$ cat config.mk
export PLATFORM = sky130hd
export DESIGN_NAME = rename_unit
export DESIGN_NICKNAME = d
export VERILOG_FILES = /design/src/source/rename_pkg.sv /design/src/source/rename_ifs.sv /design/src/source/rename_ctrl.sv /design/src/source/scan_counter.sv /design/src/source/map_table.sv /design/src/source/free_list.sv /design/src/source/reorder_buffer.sv /design/src/source/rename_unit.sv
export SDC_FILE = /design/constraint.sdc
export NUM_CORES = 2
export LEC_CHECK = 0
export CAP_MARGIN = 10
export CORE_MARGIN = 2
export CORE_UTILIZATION = 39
export DETAILED_ROUTE_END_ITERATION = 10
export DONT_BUFFER_PORTS = 1
export PLACE_DENSITY = 0.56
export SYNTH_ARGS = -nofsm -noshare
export SYNTH_HDL_FRONTEND = slang
export SYNTH_SLANG_ARGS = --single-unit
$ cat constraint.sdc
create_clock -name clk -period 13.75 [get_ports clk]
set_input_delay 2.75 -clock clk [delete_from_list [all_inputs] [get_ports clk]]
set_output_delay 2.75 -clock clk [all_outputs]
set_load 0.05 [all_outputs]
$ cat src/source/rename_pkg.sv
`default_nettype none

package rename_pkg;

    // Architectural register file size, x0 included
    localparam int ARCH_REGS = 32;

    // Physical register index width, enough for 64 registers
    localparam int PHYS_REG_W = 6;

    // Reorder buffer id width, enough for 8 entries
    localparam int ROB_ID_W = 3;

    // Architectural register index
    typedef logic [4:0] arch_reg_t;

    // Physical register index
    typedef logic [PHYS_REG_W-1:0] phys_reg_t;

    // Reorder buffer entry id
    typedef logic [ROB_ID_W-1:0] rob_id_t;

    // Controller states
    // ST_REBUILD scans the physical registers into the free list
    // ST_RUN accepts dispatches
    typedef enum logic {
        ST_REBUILD,
        ST_RUN
    } ctrl_state_t;

endpackage

`default_nettype wire

$ cat src/source/rename_ifs.sv
`timescale 1ns/100ps
`default_nettype none

// Rename allocation for one dispatched instruction
interface alloc_if;
    import rename_pkg::*;

    logic      fire;
    arch_reg_t rd;
    phys_reg_t new_prd;
    phys_reg_t old_prd;
    logic      has_rd;

    // Dispatch acceptance and destination qualification
    modport ctrl (output fire, output rd, output has_rd);
    // Alias table reads old mapping, writes new one
    modport map (input fire, input rd, input has_rd, input new_prd, output old_prd);
    // Free list head supplies the new register
    modport freelist (input fire, input has_rd, output new_prd);
    // Reorder buffer records the whole allocation
    modport rob (input fire, input rd, input has_rd, input new_prd, input old_prd);
endinterface

// Retirement of the reorder buffer head
interface commit_if;
    import rename_pkg::*;

    logic      valid;
    arch_reg_t rd;
    phys_reg_t prd;
    phys_reg_t old_prd;
    logic      has_rd;

    modport rob (output valid, output rd, output prd, output old_prd, output has_rd);
    modport map (input valid, input rd, input prd, input old_prd, input has_rd);
    // Free list only recycles the old mapping
    modport freelist (input valid, input has_rd, input old_prd);
endinterface

`default_nettype wire

$ cat src/source/rename_ctrl.sv
`timescale 1ns/100ps
`default_nettype none

module rename_ctrl (
    input  logic                  clk,
    input  logic                  rst,
    input  logic                  flush,
    input  logic                  dispatch_valid,
    input  rename_pkg::arch_reg_t dispatch_rd,
    input  logic                  dispatch_has_rd,
    input  logic                  rob_full,
    input  logic                  fl_empty,
    input  logic                  scan_last,
    output logic                  dispatch_ready,
    output logic                  scan_start,
    output logic                  rebuild_push,
    output logic                  restore,
    alloc_if.ctrl                 alloc
);
    import rename_pkg::*;

    ctrl_state_t state;
    ctrl_state_t state_next;
    logic        rst_q;
    logic        kick_q;
    logic        has_rd;

    // Rebuild kick one cycle after the reset release or a flush
    always_ff @(posedge clk) begin
        if (rst) begin
            rst_q  <= 1'b1;
            kick_q <= 1'b0;
        end else begin
            rst_q  <= 1'b0;
            kick_q <= flush || rst_q;
        end
    end

    always_comb begin
        state_next = state;
        case (state)
            ST_REBUILD: if (scan_last) state_next = ST_RUN;
            ST_RUN:     state_next = ST_RUN;
            default:    state_next = ST_REBUILD;
        endcase
        // Flush always wins, even on the last scan index
        if (flush) state_next = ST_REBUILD;
    end

    always_ff @(posedge clk) begin
        if (rst) begin
            state <= ST_REBUILD;
        end else begin
            state <= state_next;
        end
    end

    // x0 is never renamed
    assign has_rd = dispatch_has_rd && (dispatch_rd != '0);

    // Free list only matters when a register is needed
    assign dispatch_ready = (state == ST_RUN) && !rob_full && !(fl_empty && has_rd);

    assign alloc.fire   = dispatch_valid && dispatch_ready;
    assign alloc.rd     = dispatch_rd;
    assign alloc.has_rd = has_rd;

    assign scan_start   = kick_q;
    assign restore      = kick_q;
    assign rebuild_push = (state == ST_REBUILD);
endmodule

`default_nettype wire

$ cat src/source/scan_counter.sv
`timescale 1ns/100ps
`default_nettype none

module scan_counter #(
    parameter int PR_ENTRIES = 64
) (
    input  logic                  clk,
    input  logic                  rst,
    input  logic                  scan_start,
    output rename_pkg::phys_reg_t scan_idx,
    output logic                  scan_valid,
    output logic                  scan_last
);
    import rename_pkg::*;

    localparam phys_reg_t LAST_IDX = phys_reg_t'(PR_ENTRIES - 1);

    phys_reg_t cnt;
    logic      active;

    // Index 0 is presented in the start cycle itself
    always_ff @(posedge clk) begin
        if (rst) begin
            cnt    <= '0;
            active <= 1'b0;
        end else if (scan_start) begin
            cnt    <= phys_reg_t'(1);
            active <= 1'b1;
        end else if (active) begin
            if (cnt == LAST_IDX) begin
                active <= 1'b0;
            end else begin
                cnt <= cnt + 1'b1;
            end
        end
    end

    assign scan_valid = scan_start || active;
    assign scan_idx   = scan_start ? '0 : cnt;
    assign scan_last  = scan_valid && (scan_idx == LAST_IDX);
endmodule

`default_nettype wire

$ cat src/source/map_table.sv
`timescale 1ns/100ps
`default_nettype none

module map_table #(
    parameter int PR_ENTRIES = 64
) (
    input  logic                  clk,
    input  logic                  rst,
    input  logic                  restore,
    input  rename_pkg::arch_reg_t dispatch_rs1,
    input  rename_pkg::arch_reg_t dispatch_rs2,
    output rename_pkg::phys_reg_t dispatch_prs1,
    output rename_pkg::phys_reg_t dispatch_prs2,
    input  rename_pkg::phys_reg_t scan_idx,
    output logic                  in_use,
    alloc_if.map                  alloc,
    commit_if.map                 commit
);
    import rename_pkg::*;

    phys_reg_t             spec_rat    [ARCH_REGS];
    phys_reg_t             retired_rat [ARCH_REGS];
    logic [PR_ENTRIES-1:0] in_use_map;
    logic                  retire;

    // Only real destinations touch the retired state
    assign retire = commit.valid && commit.has_rd;

    // Source lookups and old mapping of rd
    assign dispatch_prs1 = spec_rat[dispatch_rs1];
    assign dispatch_prs2 = spec_rat[dispatch_rs2];
    assign alloc.old_prd = spec_rat[alloc.rd];

    // Probed by the free list rebuild
    assign in_use = in_use_map[scan_idx];

    // Speculative table
    always_ff @(posedge clk) begin
        if (rst) begin
            for (int i = 0; i < ARCH_REGS; i++) begin
                spec_rat[i] <= phys_reg_t'(i);
            end
        end else if (restore) begin
            spec_rat <= retired_rat;
        end else if (alloc.fire && alloc.has_rd) begin
            spec_rat[alloc.rd] <= alloc.new_prd;
        end
    end

    // Retired table, identity out of reset
    always_ff @(posedge clk) begin
        if (rst) begin
            for (int i = 0; i < ARCH_REGS; i++) begin
                retired_rat[i] <= phys_reg_t'(i);
            end
        end else if (retire) begin
            retired_rat[commit.rd] <= commit.prd;
        end
    end

    // Registers held by the retired table
    always_ff @(posedge clk) begin
        if (rst) begin
            for (int i = 0; i < PR_ENTRIES; i++) begin
                in_use_map[i] <= (i < ARCH_REGS);
            end
        end else if (retire) begin
            // prd and old_prd always differ
            in_use_map[commit.old_prd] <= 1'b0;
            in_use_map[commit.prd]     <= 1'b1;
        end
    end
endmodule

`default_nettype wire

$ cat src/source/free_list.sv
`timescale 1ns/100ps
`default_nettype none

module free_list #(
    parameter int PR_ENTRIES = 64
) (
    input  logic                  clk,
    input  logic                  rst,
    input  logic                  restore,
    input  logic                  rebuild_push,
    input  logic                  in_use,
    input  rename_pkg::phys_reg_t scan_idx,
    output logic                  empty,
    alloc_if.freelist             alloc,
    commit_if.freelist            commit
);
    import rename_pkg::*;

    localparam int PTR_W = $clog2(PR_ENTRIES);
    localparam int CNT_W = $clog2(PR_ENTRIES + 1);

    phys_reg_t        fifo_mem [PR_ENTRIES];
    logic [PTR_W-1:0] head;
    logic [PTR_W-1:0] tail;
    logic [PTR_W-1:0] head_base;
    logic [PTR_W-1:0] tail_base;
    logic [CNT_W-1:0] count;
    logic [CNT_W-1:0] count_base;
    logic             push_scan;
    logic             push_commit;
    logic             push;
    logic             pop;
    phys_reg_t        push_data;

    // Entry count need not be a power of two
    function automatic logic [PTR_W-1:0] ptr_inc(input logic [PTR_W-1:0] ptr);
        return (ptr == PTR_W'(PR_ENTRIES - 1)) ? '0 : ptr + 1'b1;
    endfunction

    // Rebuild and commit pushes never overlap
    assign push_scan   = rebuild_push && !in_use;
    assign push_commit = commit.valid && commit.has_rd;
    assign push        = push_scan || push_commit;
    assign push_data   = push_scan ? scan_idx : commit.old_prd;
    assign pop         = alloc.fire && alloc.has_rd;

    // Restore empties the queue, first scan push lands in the same cycle
    assign head_base  = restore ? '0 : head;
    assign tail_base  = restore ? '0 : tail;
    assign count_base = restore ? '0 : count;

    assign alloc.new_prd = fifo_mem[head];
    assign empty         = (count == '0);

    always_ff @(posedge clk) begin
        if (rst) begin
            head  <= '0;
            tail  <= '0;
            count <= '0;
        end else begin
            head  <= pop ? ptr_inc(head_base) : head_base;
            tail  <= push ? ptr_inc(tail_base) : tail_base;
            count <= count_base + CNT_W'(push) - CNT_W'(pop);
        end
    end

    always_ff @(posedge clk) begin
        if (push) begin
            fifo_mem[tail_base] <= push_data;
        end
    end
endmodule

`default_nettype wire

$ cat src/source/reorder_buffer.sv
`timescale 1ns/100ps
`default_nettype none

module reorder_buffer #(
    parameter int ROB_DEPTH = 8
) (
    input  logic                clk,
    input  logic                rst,
    input  logic                restore,
    input  logic                flush,
    input  logic                complete_valid,
    input  rename_pkg::rob_id_t complete_rob_id,
    output rename_pkg::rob_id_t alloc_id,
    output logic                full,
    alloc_if.rob                alloc,
    commit_if.rob               commit
);
    import rename_pkg::*;

    localparam int IDX_W = $clog2(ROB_DEPTH);
    localparam int CNT_W = $clog2(ROB_DEPTH + 1);

    // Entry payload
    arch_reg_t        rd_q      [ROB_DEPTH];
    phys_reg_t        prd_q     [ROB_DEPTH];
    phys_reg_t        old_prd_q [ROB_DEPTH];
    logic [ROB_DEPTH-1:0] has_rd_q;
    // Entry status
    logic [ROB_DEPTH-1:0] done_q;
    logic [IDX_W-1:0] head;
    logic [IDX_W-1:0] tail;
    logic [CNT_W-1:0] count;
    logic             commit_fire;

    // Head retires once done, never in a flush cycle
    assign commit_fire = (count != '0) && done_q[head] && !flush;

    assign commit.valid   = commit_fire;
    assign commit.rd      = rd_q[head];
    assign commit.prd     = prd_q[head];
    assign commit.old_prd = old_prd_q[head];
    assign commit.has_rd  = has_rd_q[head];

    assign alloc_id = rob_id_t'(tail);
    assign full     = (count == CNT_W'(ROB_DEPTH));

    // Pointers wrap naturally, depth is a power of two
    always_ff @(posedge clk) begin
        if (rst || flush || restore) begin
            head   <= '0;
            tail   <= '0;
            count  <= '0;
            done_q <= '0;
        end else begin
            if (complete_valid) begin
                done_q[complete_rob_id[IDX_W-1:0]] <= 1'b1;
            end
            // A fresh entry starts not done
            if (alloc.fire) begin
                done_q[tail] <= 1'b0;
                tail         <= tail + 1'b1;
            end
            if (commit_fire) begin
                head <= head + 1'b1;
            end
            count <= count + CNT_W'(alloc.fire) - CNT_W'(commit_fire);
        end
    end

    // Payload as presented, has_rd qualifies it at commit
    always_ff @(posedge clk) begin
        if (alloc.fire) begin
            rd_q[tail]      <= alloc.rd;
            prd_q[tail]     <= alloc.new_prd;
            old_prd_q[tail] <= alloc.old_prd;
            has_rd_q[tail]  <= alloc.has_rd;
        end
    end
endmodule

`default_nettype wire

$ cat src/source/rename_unit.sv
`timescale 1ns/100ps
`default_nettype none

module rename_unit #(
    parameter int PR_ENTRIES = 64,
    parameter int ROB_DEPTH  = 8
) (
    input  logic                  clk,
    input  logic                  rst,
    input  logic                  flush,
    input  logic                  dispatch_valid,
    input  logic                  dispatch_has_rd,
    input  logic                  complete_valid,
    input  rename_pkg::arch_reg_t dispatch_rd,
    input  rename_pkg::arch_reg_t dispatch_rs1,
    input  rename_pkg::arch_reg_t dispatch_rs2,
    input  rename_pkg::rob_id_t   complete_rob_id,
    output logic                  dispatch_ready,
    output logic                  commit_valid,
    output rename_pkg::phys_reg_t dispatch_prs1,
    output rename_pkg::phys_reg_t dispatch_prs2,
    output rename_pkg::phys_reg_t dispatch_prd,
    output rename_pkg::phys_reg_t commit_prd,
    output rename_pkg::phys_reg_t commit_freed_prd,
    output rename_pkg::rob_id_t   dispatch_rob_id,
    output rename_pkg::arch_reg_t commit_rd
);
    import rename_pkg::*;

    alloc_if  alloc ();
    commit_if commit ();

    // Rebuild and status wiring
    logic      rob_full;
    logic      fl_empty;
    logic      scan_start;
    logic      scan_last;
    logic      rebuild_push;
    logic      restore;
    logic      in_use;
    phys_reg_t scan_idx;

    rename_ctrl u_ctrl (
        .clk             (clk),
        .rst             (rst),
        .flush           (flush),
        .dispatch_valid  (dispatch_valid),
        .dispatch_rd     (dispatch_rd),
        .dispatch_has_rd (dispatch_has_rd),
        .rob_full        (rob_full),
        .fl_empty        (fl_empty),
        .scan_last       (scan_last),
        .dispatch_ready  (dispatch_ready),
        .scan_start      (scan_start),
        .rebuild_push    (rebuild_push),
        .restore         (restore),
        .alloc           (alloc)
    );

    // scan_valid stays internal, rebuild state already covers it
    scan_counter #(.PR_ENTRIES(PR_ENTRIES)) u_scan (
        .clk        (clk),
        .rst        (rst),
        .scan_start (scan_start),
        .scan_idx   (scan_idx),
        .scan_valid (),
        .scan_last  (scan_last)
    );

    map_table #(.PR_ENTRIES(PR_ENTRIES)) u_map (
        .clk           (clk),
        .rst           (rst),
        .restore       (restore),
        .dispatch_rs1  (dispatch_rs1),
        .dispatch_rs2  (dispatch_rs2),
        .dispatch_prs1 (dispatch_prs1),
        .dispatch_prs2 (dispatch_prs2),
        .scan_idx      (scan_idx),
        .in_use        (in_use),
        .alloc         (alloc),
        .commit        (commit)
    );

    free_list #(.PR_ENTRIES(PR_ENTRIES)) u_free (
        .clk          (clk),
        .rst          (rst),
        .restore      (restore),
        .rebuild_push (rebuild_push),
        .in_use       (in_use),
        .scan_idx     (scan_idx),
        .empty        (fl_empty),
        .alloc        (alloc),
        .commit       (commit)
    );

    reorder_buffer #(.ROB_DEPTH(ROB_DEPTH)) u_rob (
        .clk             (clk),
        .rst             (rst),
        .restore         (restore),
        .flush           (flush),
        .complete_valid  (complete_valid),
        .complete_rob_id (complete_rob_id),
        .alloc_id        (dispatch_rob_id),
        .full            (rob_full),
        .alloc           (alloc),
        .commit          (commit)
    );

    // No destination reports prd 0
    assign dispatch_prd = alloc.has_rd ? alloc.new_prd : '0;

    assign commit_valid     = commit.valid;
    assign commit_rd        = commit.rd;
    assign commit_prd       = commit.prd;
    assign commit_freed_prd = commit.old_prd;
endmodule

`default_nettype wire

==> flow_metrics.tcl <==
set metrics [dict create \
    status "complete, no violations" \
    cp-end-kind "output port" \
    power_frac_seq_pct 51.1 \
    start_util_pct 39.5 \
    fin_skew_ps 43.7 \
    yosysWarnings 0 \
    startpoint_type "flop" \
    powerDensity_mw_per_mm2 126 \
    path_cells "buf_4, buf_4, mux4_2, mux4_2, a22oi_1, nand2_2, inv_1, nor2_1, buf_4" \
    cts_root_buf "clkbuf_16" \
    fin_crit_sh_pct 63.2 \
    ioPinCount 64 \
    clk_latency_ps 720 \
    vdd_drop_max_mv 0.0960 \
    ant_nets 0 \
    crit_buf_inv 4 \
    initialDrtViolationCount 3654 \
    ys_seq_elements 1026 \
    combPwrFrac_pct 2.2 \
    final_cell_mix "528 x edfxtp_1, 492 x dfxtp_1, 398 x nor2_1" \
    globalplace.congestion 0.956 \
    internal_power_uw 4920 \
    hp-class "flop to flop" \
    crit_fanout 36 \
    mostFrequentLayoutCell "edfxtp_1" \
    hold_viol_final 0 \
    ys_seq_area_share_pct 58.0 \
    finalNetCount 3343 \
    antenna_found_initial 1 \
    placed_cells 4691 \
    coreArea_mm2 0.113 \
    syn-num-nets 3425 \
    num_rows 123 \
    worst-slew-pin-transition_ps 1130 \
    vias_per_cell 6.17 \
    dp_hpwl_um 87800 \
    grt_pass1_wl_um 201000 \
    post_cts_resized 0 \
    crit_top_cell "buf_4" \
    syn_area_per_cell_um2 13.2 \
    cp_slowest_stage_delay_ps 790 \
    overflow 0 \
    grt_pass1_vias 28800 \
    drive_gt1_share_pct 18.9 \
    clockPowerShare_pct 46.7 \
    syn_inst 3382 \
    power_switching_share_pct 21.4 \
    ys_types 70 \
    wire_per_inst_um 28.1 \
    numPortBuffers 0 \
    route.detailed.drc 0 \
    cts_sinks 1026 \
    grt_usage_pct 23.2 \
    timing.slew.headroom_pct 24.2 \
    slowest_stage "dfxtp_4" \
    r2r_setup_slack_ps 8620 \
    dieArea_mm2 0.117 \
    cts_buffer_depth 3 \
    fmaxAchievable_mhz 115 \
    cts_hold_buf 0 \
    drt_wl_total_um 137000 \
    diodes 0 \
    fill_cells 10100 \
    cap_violations 0 \
    fin_crit_ps 8690 \
    rsz0062_at_grt "no" \
    crit_type "flop to output port" \
    cts_tree "done" \
    ys.flop_type "edfxtp_1" \
    htree_levels 3 \
    worstPathRequired_ps 11000 \
    cts_made_buffers 106 \
    finalSetupViolations 0 \
    grt_max_degree 303 \
    dieHeight_um 342 \
    switching_power_uw 1340 \
    fin_tns_setup_ps 0 \
    final_max_slew_viol_count 0 \
    critPathTopFamily "buffers and inverters" \
    areaGrowthSynthToFinish_pct 11.6 \
    synth-edff-count 528 \
    drtPass1Iterations 6 \
    post-cts-setup-buffer-count 0 \
    clkTransAtPathRegs_ps 60 \
    arrival_ps 5940 \
    vias 30100 \
    synthArstFlopShare_pct 0 \
    p_leak_uw 0.0155 \
    synth_area_mm2 0.0445 \
    die_w_um 342 \
    final_cells 4888 \
]
==> synth_stat cells, drive strengths merged (15+ instances only) <==
master / number / share of area (%)
a211o: 70 / 1.4
a211oi: 53 / 0.89
a21oi: 208 / 2.3
a221o: 35 / 0.79
a222oi: 25 / 0.56
a22oi: 100 / 1.7
buf: 70 / 0.81
clkbuf: 186 / 1.6
dfxtp: 498 / 22
edfxtp: 528 / 36
ha: 17 / 0.48
inv: 68 / 0.57
mux2: 22 / 0.56
mux2i: 51 / 1.2
mux4: 333 / 17
nand2: 204 / 1.7
nand3: 30 / 0.34
nor2: 405 / 3.4
nor2b: 30 / 0.42
nor3: 49 / 0.61
o21ai: 132 / 1.5
o22ai: 74 / 1.0
o32ai: 19 / 0.37
or3: 15 / 0.21
==> through the flow <==
step / total power (uW) / worst slack, ps / utilization, % / hold slack (ps) / cell area, um2
2_1_floorplan: 3400 / 5800 / - / 411 / 44500
3_3_place_gp: 3400 / 5840 / 40.8 / 420 / 46100
3_5_place_dp: 3400 / 5750 / 40.8 / 424 / 46100
4_1_cts: 6310 / 5010 / 44.0 / 438 / 49600
5_1_grt: 6430 / 4750 / 44.0 / 463 / 49700
6_report: 6260 / 5060 / 44.0 / 434 / 49700
==> worst min-delay path, cell delays in order (launching register included) <==
cell	delay, ps
dfxtp_1	300
nor2_1	30
nor2_1	60
==> layer usage <==
layer	part of all wire (%)	routed length [um]	global-route usage [%]	up-vias
li1	-	-	-	13000
met1	42	57300	32.4	15400
met2	46	63600	36.3	1440
met3	8.0	11000	3.98	276
met4	4.0	5460	8.86	2
met5	0.0095	13	0	-
==> cell families (layout without fill, tap and decap cells) <==
| kind of cell | Yosys count | in the layout | synth area share, % |
|---|---|---|---|
| DFF | 1026 | 1026 | 58.0 |
| adders and majority gates | 19 | 19 | 0.568 |
| AOI/OAI and AO/OA | 771 | 771 | 11.5 |
| muxes | 406 | 406 | 18.6 |
| buffers and inverters | 328 | 334 | 2.99 |
| and+or+nand+nor | 811 | 811 | 7.91 |
| xor gates and xnor gates | 21 | 21 | 0.413 |
==> state kept, by name, summed over array words and instances, names as in the netlist, 6 cells and up, named ones only <==
signal             cells
u_free.count           7
u_free.tail            6
u_free.head            6
u_scan.cnt             6
u_map.in_use_map      64
u_rob.prd_q           48
u_rob.has_rd_q         8
u_free.fifo_mem      384
u_rob.done_q           8
u_rob.rd_q            40
u_map.retired_rat    192
u_rob.old_prd_q       48
u_map.spec_rat       192
==> final timing paths <==
check	from	end	depth (start not counted)
worst min-delay path	u_ctrl.rst_q	u_ctrl.restore	2
worst min register to register	u_ctrl.rst_q	u_ctrl.restore	2
worst max-delay path	u_free.head[0]	dispatch_prd[5]	9
worst max register to register	u_free.head[0]	u_map.spec_rat[29]	8
==> power groups by stage <==
stage | clock network, uW | registers [uW] | logic (uW)
2_1_floorplan | 0 | 3270 | 132
3_3_place_gp | 0 | 3270 | 134
3_5_place_dp | 0 | 3270 | 135
4_1_cts | 2970 | 3200 | 135
5_1_grt | 3080 | 3200 | 142
6_report | 2920 | 3200 | 137
==> cell type report <==
cell class / instances / area, um2 / area share [%]
inverters: 72 / 270 / 0.544
clock inverters: 37 / 448 / 0.902
multi-input cells: 2028 / 17600 / 35.4
flip-flops and latches: 1026 / 25800 / 52.0
clock buffers: 159 / 3120 / 6.28
repair buffers: 66 / 508 / 1.02
well taps: 1500 / 1880 / 3.78
Note: power is estimated with default switching activity, not from simulation.
